$ cat config.mk
export PLATFORM = sky130hd
export DESIGN_NAME = pc_unit_top
export DESIGN_NICKNAME = d
export VERILOG_FILES = /design/src/pc_pkg.sv /design/src/operand_loader.sv /design/src/pc_unit_top.sv /design/src/result_collector.sv /design/src/ser_add.sv /design/src/serv_ctrl.sv /design/src/shift_reg.sv
export SDC_FILE = /design/constraint.sdc
export NUM_CORES = 1
export LEC_CHECK = 0
export BUFFER_PORTS_ARGS = -buffer_cell sky130_fd_sc_hd__clkbuf_2
export CAP_MARGIN = 30
export CORE_ASPECT_RATIO = 1.5
export CORE_MARGIN = 2
export CORE_UTILIZATION = 40
export DETAILED_ROUTE_END_ITERATION = 12
export GPL_TIMING_DRIVEN = 0
export PLACE_DENSITY_LB_ADDON = 0.05
export SYNTH_ARGS = -nofsm -noshare
export SYNTH_HDL_FRONTEND = slang
export SYNTH_SLANG_ARGS = --single-unit
export TNS_END_PERCENT = 5
$ cat constraint.sdc
create_clock -name clk -period 6 [get_ports clk]
set_input_delay 1.2 -clock clk [delete_from_list [all_inputs] [get_ports clk]]
set_output_delay 1.2 -clock clk [all_outputs]
set_load 0.05 [all_outputs]
$ cat src/pc_pkg.sv
package pc_pkg;

   // serial datapath width, fixed by the bit counter
   localparam int XLEN = 32;

   // pc values, operand words and the collected rd word
   typedef logic [XLEN-1:0] word_t;

   // serial bit index, 0 to 31
   typedef logic [$clog2(XLEN)-1:0] bit_idx_t;

   // loader sequencer
   typedef enum logic [1:0] {
      SEQ_IDLE,   // waiting for start
      SEQ_SHIFT,  // 32 bit cycles with pc_en high
      SEQ_FETCH   // fetch request pending at the new pc
   } seq_state_t;

endpackage

$ cat src/operand_loader.sv
module operand_loader import pc_pkg::*; (
   input  logic       clk,
   input  logic       i_rst,
   input  logic       i_start,
   input  logic       i_jump,
   input  logic       i_jal_or_jalr,
   input  logic       i_utype,
   input  logic       i_pc_rel,
   input  logic       i_trap,
   input  word_t      i_imm_word,
   input  word_t      i_buf_word,
   input  word_t      i_csr_pc_word,
   input  logic       i_ibus_cyc,
   output logic       o_pc_en,
   output logic [4:2] o_cnt,
   output logic [3:0] o_cnt_r,
   output logic       o_cnt_done,
   output logic       o_jump,
   output logic       o_jal_or_jalr,
   output logic       o_utype,
   output logic       o_pc_rel,
   output logic       o_trap,
   output logic       o_imm,
   output logic       o_buf,
   output logic       o_csr_pc,
   output logic       o_busy
);

   seq_state_t state;
   seq_state_t state_nxt;
   bit_idx_t   bit_idx;
   word_t      imm_sr;
   word_t      buf_sr;
   word_t      csr_pc_sr;
   logic       accept;
   logic       last_bit;

   assign accept   = (state == SEQ_IDLE) && i_start;
   assign last_bit = (bit_idx == bit_idx_t'(XLEN - 1));

   always_comb begin
      state_nxt = state;
      case (state)
         SEQ_IDLE:  if (i_start) state_nxt = SEQ_SHIFT;
         SEQ_SHIFT: if (last_bit) state_nxt = SEQ_FETCH;
         SEQ_FETCH: if (!i_ibus_cyc) state_nxt = SEQ_IDLE;   // ack seen by controller
         default:   state_nxt = SEQ_IDLE;
      endcase
   end

   // reset lands in fetch so the first instruction fetch is modelled
   always_ff @(posedge clk) begin
      if (i_rst) begin
         state   <= SEQ_FETCH;
         bit_idx <= '0;
      end else begin
         state <= state_nxt;
         if (o_pc_en) begin
            bit_idx <= bit_idx + bit_idx_t'(1);   // wraps back to 0 after bit 31
         end
      end
   end

   always_ff @(posedge clk) begin
      if (i_rst) begin
         o_jump        <= 1'b0;
         o_jal_or_jalr <= 1'b0;
         o_utype       <= 1'b0;
         o_pc_rel      <= 1'b0;
         o_trap        <= 1'b0;
      end else if (accept) begin
         o_jump        <= i_jump;
         o_jal_or_jalr <= i_jal_or_jalr;
         o_utype       <= i_utype;
         o_pc_rel      <= i_pc_rel;
         o_trap        <= i_trap;
      end
   end

   always_ff @(posedge clk) begin
      if (accept) begin
         imm_sr    <= i_imm_word;
         buf_sr    <= i_buf_word;
         csr_pc_sr <= i_csr_pc_word;
      end else if (o_pc_en) begin
         imm_sr    <= imm_sr >> 1;
         buf_sr    <= buf_sr >> 1;
         csr_pc_sr <= csr_pc_sr >> 1;
      end
   end

   assign o_pc_en    = (state == SEQ_SHIFT);
   assign o_cnt      = bit_idx[4:2];
   assign o_cnt_r    = 4'b0001 << bit_idx[1:0];   // phase within the nibble
   assign o_cnt_done = o_pc_en && last_bit;
   assign o_busy     = (state != SEQ_IDLE);

   assign o_imm    = imm_sr[0];
   assign o_buf    = buf_sr[0];
   assign o_csr_pc = csr_pc_sr[0];

endmodule

$ cat src/pc_unit_top.sv
module pc_unit_top import pc_pkg::*; #(
   parameter word_t RESET_PC = 32'd8
) (
   input  logic  clk,
   input  logic  i_rst,
   input  logic  i_start,
   input  logic  i_jump,
   input  logic  i_jal_or_jalr,
   input  logic  i_utype,
   input  logic  i_pc_rel,
   input  logic  i_trap,
   input  word_t i_imm_word,
   input  word_t i_buf_word,
   input  word_t i_csr_pc_word,
   input  logic  i_ibus_ack,
   output logic  o_busy,
   output logic  o_done,
   output word_t o_rd_word,
   output logic  o_misaligned,
   output word_t o_ibus_adr,
   output logic  o_ibus_cyc
);

   logic       pc_en;
   logic [4:2] cnt;
   logic [3:0] cnt_r;
   logic       cnt_done;
   logic       jump;
   logic       jal_or_jalr;
   logic       utype;
   logic       pc_rel;
   logic       trap;
   logic       imm_bit;
   logic       buf_bit;
   logic       csr_pc_bit;
   logic       rd_bit;
   logic       bad_pc;

   operand_loader operand_loader_inst (
      .clk           (clk),
      .i_rst         (i_rst),
      .i_start       (i_start),
      .i_jump        (i_jump),
      .i_jal_or_jalr (i_jal_or_jalr),
      .i_utype       (i_utype),
      .i_pc_rel      (i_pc_rel),
      .i_trap        (i_trap),
      .i_imm_word    (i_imm_word),
      .i_buf_word    (i_buf_word),
      .i_csr_pc_word (i_csr_pc_word),
      .i_ibus_cyc    (o_ibus_cyc),
      .o_pc_en       (pc_en),
      .o_cnt         (cnt),
      .o_cnt_r       (cnt_r),
      .o_cnt_done    (cnt_done),
      .o_jump        (jump),
      .o_jal_or_jalr (jal_or_jalr),
      .o_utype       (utype),
      .o_pc_rel      (pc_rel),
      .o_trap        (trap),
      .o_imm         (imm_bit),
      .o_buf         (buf_bit),
      .o_csr_pc      (csr_pc_bit),
      .o_busy        (o_busy)
   );

   serv_ctrl #(
      .RESET_PC (RESET_PC)
   ) serv_ctrl_inst (
      .clk           (clk),
      .i_rst         (i_rst),
      .i_pc_en       (pc_en),
      .i_cnt         (cnt),
      .i_cnt_r       (cnt_r),
      .i_cnt_done    (cnt_done),
      .i_jump        (jump),
      .i_jal_or_jalr (jal_or_jalr),
      .i_utype       (utype),
      .i_pc_rel      (pc_rel),
      .i_trap        (trap),
      .i_imm         (imm_bit),
      .i_buf         (buf_bit),
      .i_csr_pc      (csr_pc_bit),
      .i_ibus_ack    (i_ibus_ack),
      .o_rd          (rd_bit),
      .o_bad_pc      (bad_pc),
      .o_ibus_adr    (o_ibus_adr),
      .o_ibus_cyc    (o_ibus_cyc)
   );

   result_collector result_collector_inst (
      .clk          (clk),
      .i_rst        (i_rst),
      .i_pc_en      (pc_en),
      .i_cnt        (cnt),
      .i_cnt_r      (cnt_r),
      .i_cnt_done   (cnt_done),
      .i_jump       (jump),
      .i_rd         (rd_bit),
      .i_bad_pc     (bad_pc),
      .o_rd_word    (o_rd_word),
      .o_misaligned (o_misaligned),
      .o_done       (o_done)
   );

endmodule

$ cat src/result_collector.sv
module result_collector import pc_pkg::*; (
   input  logic       clk,
   input  logic       i_rst,
   input  logic       i_pc_en,
   input  logic [4:2] i_cnt,
   input  logic [3:0] i_cnt_r,
   input  logic       i_cnt_done,
   input  logic       i_jump,
   input  logic       i_rd,
   input  logic       i_bad_pc,
   output word_t      o_rd_word,
   output logic       o_misaligned,
   output logic       o_done
);

   word_t rd_sr;
   logic  at_bit1;

   assign at_bit1 = i_pc_en && (i_cnt == 3'd0) && i_cnt_r[1];

   // rd arrives lsb first, so it ends up aligned after 32 bits
   always_ff @(posedge clk) begin
      if (i_pc_en) begin
         rd_sr <= {i_rd, rd_sr[XLEN-1:1]};
      end
   end

   always_ff @(posedge clk) begin
      if (i_rst) begin
         o_misaligned <= 1'b0;
         o_done       <= 1'b0;
      end else begin
         o_done <= i_cnt_done && i_pc_en;
         if (at_bit1) begin
            o_misaligned <= i_jump & i_bad_pc;   // target bit 1 set
         end
      end
   end

   assign o_rd_word = rd_sr;

endmodule

$ cat src/ser_add.sv
module ser_add (
   input  logic clk,
   input  logic i_rst,
   input  logic i_a,
   input  logic i_b,
   input  logic i_clr,
   output logic o_q
);

   logic carry;
   logic carry_nxt;

   assign o_q       = i_a ^ i_b ^ carry;
   assign carry_nxt = (i_a & i_b) | (carry & (i_a ^ i_b));

   // clr still lets the current bit use the stored carry
   always_ff @(posedge clk) begin
      if (i_rst || i_clr) begin
         carry <= 1'b0;
      end else begin
         carry <= carry_nxt;
      end
   end

endmodule

$ cat src/serv_ctrl.sv
module serv_ctrl import pc_pkg::*; #(
   parameter word_t RESET_PC = 32'd8
) (
   input  logic       clk,
   input  logic       i_rst,
   input  logic       i_pc_en,
   input  logic [4:2] i_cnt,
   input  logic [3:0] i_cnt_r,
   input  logic       i_cnt_done,
   input  logic       i_jump,
   input  logic       i_jal_or_jalr,
   input  logic       i_utype,
   input  logic       i_pc_rel,
   input  logic       i_trap,
   input  logic       i_imm,
   input  logic       i_buf,
   input  logic       i_csr_pc,
   input  logic       i_ibus_ack,
   output logic       o_rd,
   output logic       o_bad_pc,
   output word_t      o_ibus_adr,
   output logic       o_ibus_cyc
);

   logic fetch_pend;   // set by the shift, cleared by ack
   logic pc;
   logic new_pc;
   logic plus_4;
   logic pc_plus_4;
   logic offset_a;
   logic offset_b;
   logic pc_plus_offset;
   logic pc_plus_offset_aligned;

   assign plus_4 = i_cnt_r[2] && (i_cnt == 3'd0);   // bit 2 only

   ser_add ser_add_pc_plus_4_inst (
      .clk   (clk),
      .i_rst (i_rst),
      .i_a   (pc),
      .i_b   (plus_4),
      .i_clr (i_cnt_done),
      .o_q   (pc_plus_4)
   );

   assign offset_a = i_pc_rel & pc;
   // u-type immediates only contribute from bit 12 up
   assign offset_b = i_utype ? (i_imm & (i_cnt[4] | (i_cnt[3:2] == 2'b11))) : i_buf;

   ser_add ser_add_pc_plus_offset_inst (
      .clk   (clk),
      .i_rst (i_rst),
      .i_a   (offset_a),
      .i_b   (offset_b),
      .i_clr (!i_pc_en),
      .o_q   (pc_plus_offset)
   );

   // fetch_pend is still low on bit 0, which clears the lsb
   assign pc_plus_offset_aligned = pc_plus_offset & fetch_pend;

   always_comb begin
      if (i_trap) begin
         new_pc = i_csr_pc & fetch_pend;
      end else if (i_jump) begin
         new_pc = pc_plus_offset_aligned;
      end else begin
         new_pc = pc_plus_4;
      end
   end

   shift_reg #(
      .LEN  (XLEN),
      .INIT (RESET_PC)
   ) pc_reg_inst (
      .clk   (clk),
      .i_rst (i_rst),
      .i_en  (i_pc_en),
      .i_d   (new_pc),
      .o_q   (pc),
      .o_par (o_ibus_adr[XLEN-1:1])
   );

   assign o_ibus_adr[0] = pc;

   assign o_rd     = (i_utype & pc_plus_offset_aligned) | (i_jal_or_jalr & pc_plus_4);
   assign o_bad_pc = pc_plus_offset_aligned;

   assign o_ibus_cyc = fetch_pend & !i_pc_en;

   always_ff @(posedge clk) begin
      if (i_rst) begin
         fetch_pend <= 1'b1;   // first fetch out of reset
      end else if (i_pc_en) begin
         fetch_pend <= 1'b1;
      end else if (o_ibus_cyc && i_ibus_ack) begin
         fetch_pend <= 1'b0;
      end
   end

endmodule

$ cat src/shift_reg.sv
module shift_reg #(
   parameter int             LEN  = 32,
   parameter logic [LEN-1:0] INIT = '0
) (
   input  logic           clk,
   input  logic           i_rst,
   input  logic           i_en,
   input  logic           i_d,
   output logic           o_q,
   output logic [LEN-2:0] o_par
);

   logic [LEN-1:0] data;

   // new bit enters at the top, lsb leaves first
   always_ff @(posedge clk) begin
      if (i_rst) begin
         data <= INIT;
      end else if (i_en) begin
         data <= {i_d, data[LEN-1:1]};
      end
   end

   assign o_q   = data[0];
   assign o_par = data[LEN-1:1];

endmodule

==> impl_metrics.json <==
{
  "coreArea_um2": 16840,
  "ys_types": 35,
  "worstPathArrival_ns": 1.94,
  "clk_path_buf_depth": 2,
  "nets": 764,
  "fin_crit_ns": 3.141,
  "cts_hold_buf": 0,
  "antenna_cells": 0,
  "cp.depth": 5,
  "synthCells": 462,
  "worstSetupEndpoint": "o_ibus_cyc",
  "path_cells": "nand2b_1 -> buf_2 -> buf_2 -> and2_1 -> clkbuf_2",
  "relSlewSlack": 0.4113,
  "setup_tns_ns": 0,
  "gr-usage-all-layers": 0.1499,
  "row_count": 58,
  "via_count": 4191,
  "grt_pass1_vias": 4297,
  "startpoint_type": "flop",
  "ant_nets": 0,
  "ir_worst_vdd_mv": 0.2086,
  "drv_cap": 0,
  "synth_area_leader_cell": "edfxtp_1",
  "drtIter0Drc": 255,
  "synth-compound-area-share": 0.03199,
  "fillCellCount": 1514,
  "antenna_found_initial": 0,
  "synth_fa_ha_area_frac": 0.01301,
  "multi_input_comb_area_um2": 1894,
  "drv_slew": 0,
  "cts_tree": "built",
  "synthSimpleGateAreaFrac": 0.06434,
  "detailed_place_hpwl_um": 9444,
  "grt_first_pass_wirelength_um": 21350,
  "crit_top_cell": "buf_2",
  "hp-class": "reg -> reg",
  "synthesis.area_um2": 6923,
  "cts.clk_slew.worst_paths_ns": 0.07,
  "cp-startpoint": "operand_loader_inst.state[1]$_SDFFE_PP1P_",
  "path_max_fanout": 10,
  "synth_area_leaders": "edfxtp_1, dfxtp_1, mux2_1",
  "critPathSlowestCell": "dfxtp_1",
  "cpPeakStageDelay_ns": 0.42,
  "numCtsBuffers": 17,
  "wirelength_um": 13370,
  "synth_top_family_by_area": "multiplexers",
  "gp_congestion": 0.7303,
  "path_buf_inv": 3,
  "synthMuxAreaShare": 0.1614,
  "final_util": 0.5141,
  "ys_ff_latch": 177,
  "setup.worst_path.end_class": "output pin",
  "yosys_warnings": 0,
  "worst_ep_required_time_ns": 4.80,
  "synth.top_cell.area_share": 0.5552,
  "cts_resized": 0,
  "dieArea_um2": 18400,
  "die_h_um": 165.1,
  "hold_ws_ns": 0.4510,
  "die_width_um": 111.4,
  "maxClockFrequency_mhz": 318.4,
  "p_leak_uw": 0.003301,
  "finalHoldViolations": 0,
  "worst_pin_slew_ns": 0.8830,
  "finalCritPeriodShare": 0.5235,
  "cts_root_buffer": "clkbuf_16",
  "vias_per_cell": 4.784,
  "cts_max_level": 4,
  "clk_latency_ns": 0.43,
  "grt_setup_unrepaired": "false",
  "outcome": "completed",
  "grt_overflow": 0,
  "seqCellArea_um2": 4825,
  "rr_startpoint": "operand_loader_inst.state[0]$_SDFFE_PP0P_",
  "setup_viol": 0,
  "synthesis.nets": 573,
  "cts_setup_buffers": 0,
  "r2r-end": "operand_loader_inst.csr_pc_sr[16]$_DFFE_PP_",
  "drt-wirelength-per-cell_um": 15.27,
  "grt_start_max_net_pins": 52,
  "rr_worst_depth": 5,
  "synthToLayoutAreaGrowth_pct": 25.03,
  "start_util": 0.4112,
  "ys_seq_area_frac": 0.6969,
  "synth_xor_area_frac": 0.002530,
  "final_layout_size_suffix_gt1_frac": 0.3604,
  "skew_ns": 0.007949,
  "first_pass_iters": 4,
  "drcViolationCount": 0,
  "avgSynthCellArea_um2": 14.98,
  "total_power_uw": 2638,
  "cts_sinks": 177,
  "path_delay_family": "buffers and inverters",
  "rrSetupSlack_ns": 3.76,
  "portBuffers": 171,
  "power_density_nw_per_um2": 304.8,
  "ioPinCount": 173,
  "worstSetupPathType": "reg -> out"
}
## cells in the final DEF (no fill, tap or decap), types with 3 or more instances in the layout
master and n:
clkbuf_2 171, clkbuf_16 17, and2_1 5, nor2_1 9
a21oi_1 32, nand3_1 6, inv_8 5, buf_2 9
o21ai_0 3, mux2_1 80, inv_1 8, inv_6 6
mux2_2 13, buf_6 8, edfxtp_1 128, nor3_1 4
dfxtp_1 49, ha_1 4, nand2_1 67, clkbuf_1 6
mux2i_1 7
## cell families (layout without fill, tap and decap cells)
family                     count (synthesis)  after routing
DFF                                      177            177
and+or+nand+nor                          102            102
muxes                                    100            100
AOI/OAI and AO/OA                         41             41
buffers and inverters                     34            238
adders and majority gates                  6              6
xor gates and xnor gates                   2              2
## worst reg2reg max path: cells and delay by family, from the launching register on
family | cells | cell delay (ns)
buffers and inverters | 3 | 0.73
flip-flops | 1 | 0.45
AND/OR/NAND/NOR | 2 | 0.73
## how the worst min path moves through the flow
stage	from	end	slack (ns)	depth (start not counted)
3_3_place_gp	result_collector_inst.o_rd_word[15]$_DFFE_PP_	result_collector_inst.o_rd_word[14]$_DFFE_PP_	0.44	0
5_1_grt	result_collector_inst.o_rd_word[22]$_DFFE_PP_	result_collector_inst.o_rd_word[21]$_DFFE_PP_	0.47	0
4_1_cts	result_collector_inst.o_rd_word[14]$_DFFE_PP_	result_collector_inst.o_rd_word[13]$_DFFE_PP_	0.46	0
3_5_place_dp	result_collector_inst.o_rd_word[14]$_DFFE_PP_	result_collector_inst.o_rd_word[13]$_DFFE_PP_	0.44	0
6_report	result_collector_inst.o_rd_word[14]$_DFFE_PP_	result_collector_inst.o_rd_word[13]$_DFFE_PP_	0.45	0
2_1_floorplan	operand_loader_inst.o_pc_rel$_SDFFE_PP0P_	operand_loader_inst.o_pc_rel$_SDFFE_PP0P_	0.45	2
## layout make-up
cell class                 instances  share of cell area
inverter                           9            0.003903
tap                              210             0.03036
sequential                       177              0.5574
timing repair buffer             172              0.1021
multi-input combinational        251              0.2188
clock inverter                    15             0.01836
buffer                            25             0.01995
clock buffer                      17             0.04915
## report_power, final
group / leakage, µW / switching, µW / total [µW] / internal [µW]
clock network: 0.000281 / 509 / 1100 / 593
registers: 0.00157 / 13.1 / 1370 / 1360
logic: 0.00145 / 84.1 / 162 / 78.1
## cell usage after synthesis (all sizes together)
cell type,instances
edfxtp,128
mux2,93
nand2,67
dfxtp,49
a21oi,32
buf,19
inv,9
nor2,9
mux2i,7
clkbuf,6
nand3,6
and2,5
ha,4
nor3,4
o21ai,3
a211oi,2
and3,2
fa,2
nand2b,2
or2,2
a21o,1
a311oi,1
a31oi,1
nand3b,1
nand4,1
nand4b,1
nor3b,1
o221ai,1
or3,1
xnor2,1
xor2,1
## sequential cells by signal, indices dropped and copies added, names as in the netlist, 2 cells and up
signal	count
operand_loader_inst.buf_sr	32
operand_loader_inst.csr_pc_sr	32
operand_loader_inst.imm_sr	32
result_collector_inst.o_rd_word	32
serv_ctrl_inst.pc_reg_inst.data	32
operand_loader_inst.bit_idx	5
operand_loader_inst.state	2
## layer usage
metal	part of all wire	routed length, µm	global-route usage	vias up
met1	0.40	5290	0.1676	2005
met5	0	0	0	-
met2	0.53	7064	0.2639	122
met3	0.064	854	0.05730	11
met4	0.012	163	0.05051	0
li1	-	-	-	2053
## through the flow
step	instances	instance area (µm²)	setup WS [ns]
4_1_cts	876	8656	2.836
6_report	876	8656	2.859
2_1_floorplan	462	6923	2.725
3_3_place_gp	843	8041	1.943
3_5_place_dp	844	8071	2.784
5_1_grt	876	8656	2.724
No activity file was read; power rests on OpenSTA's default activity.
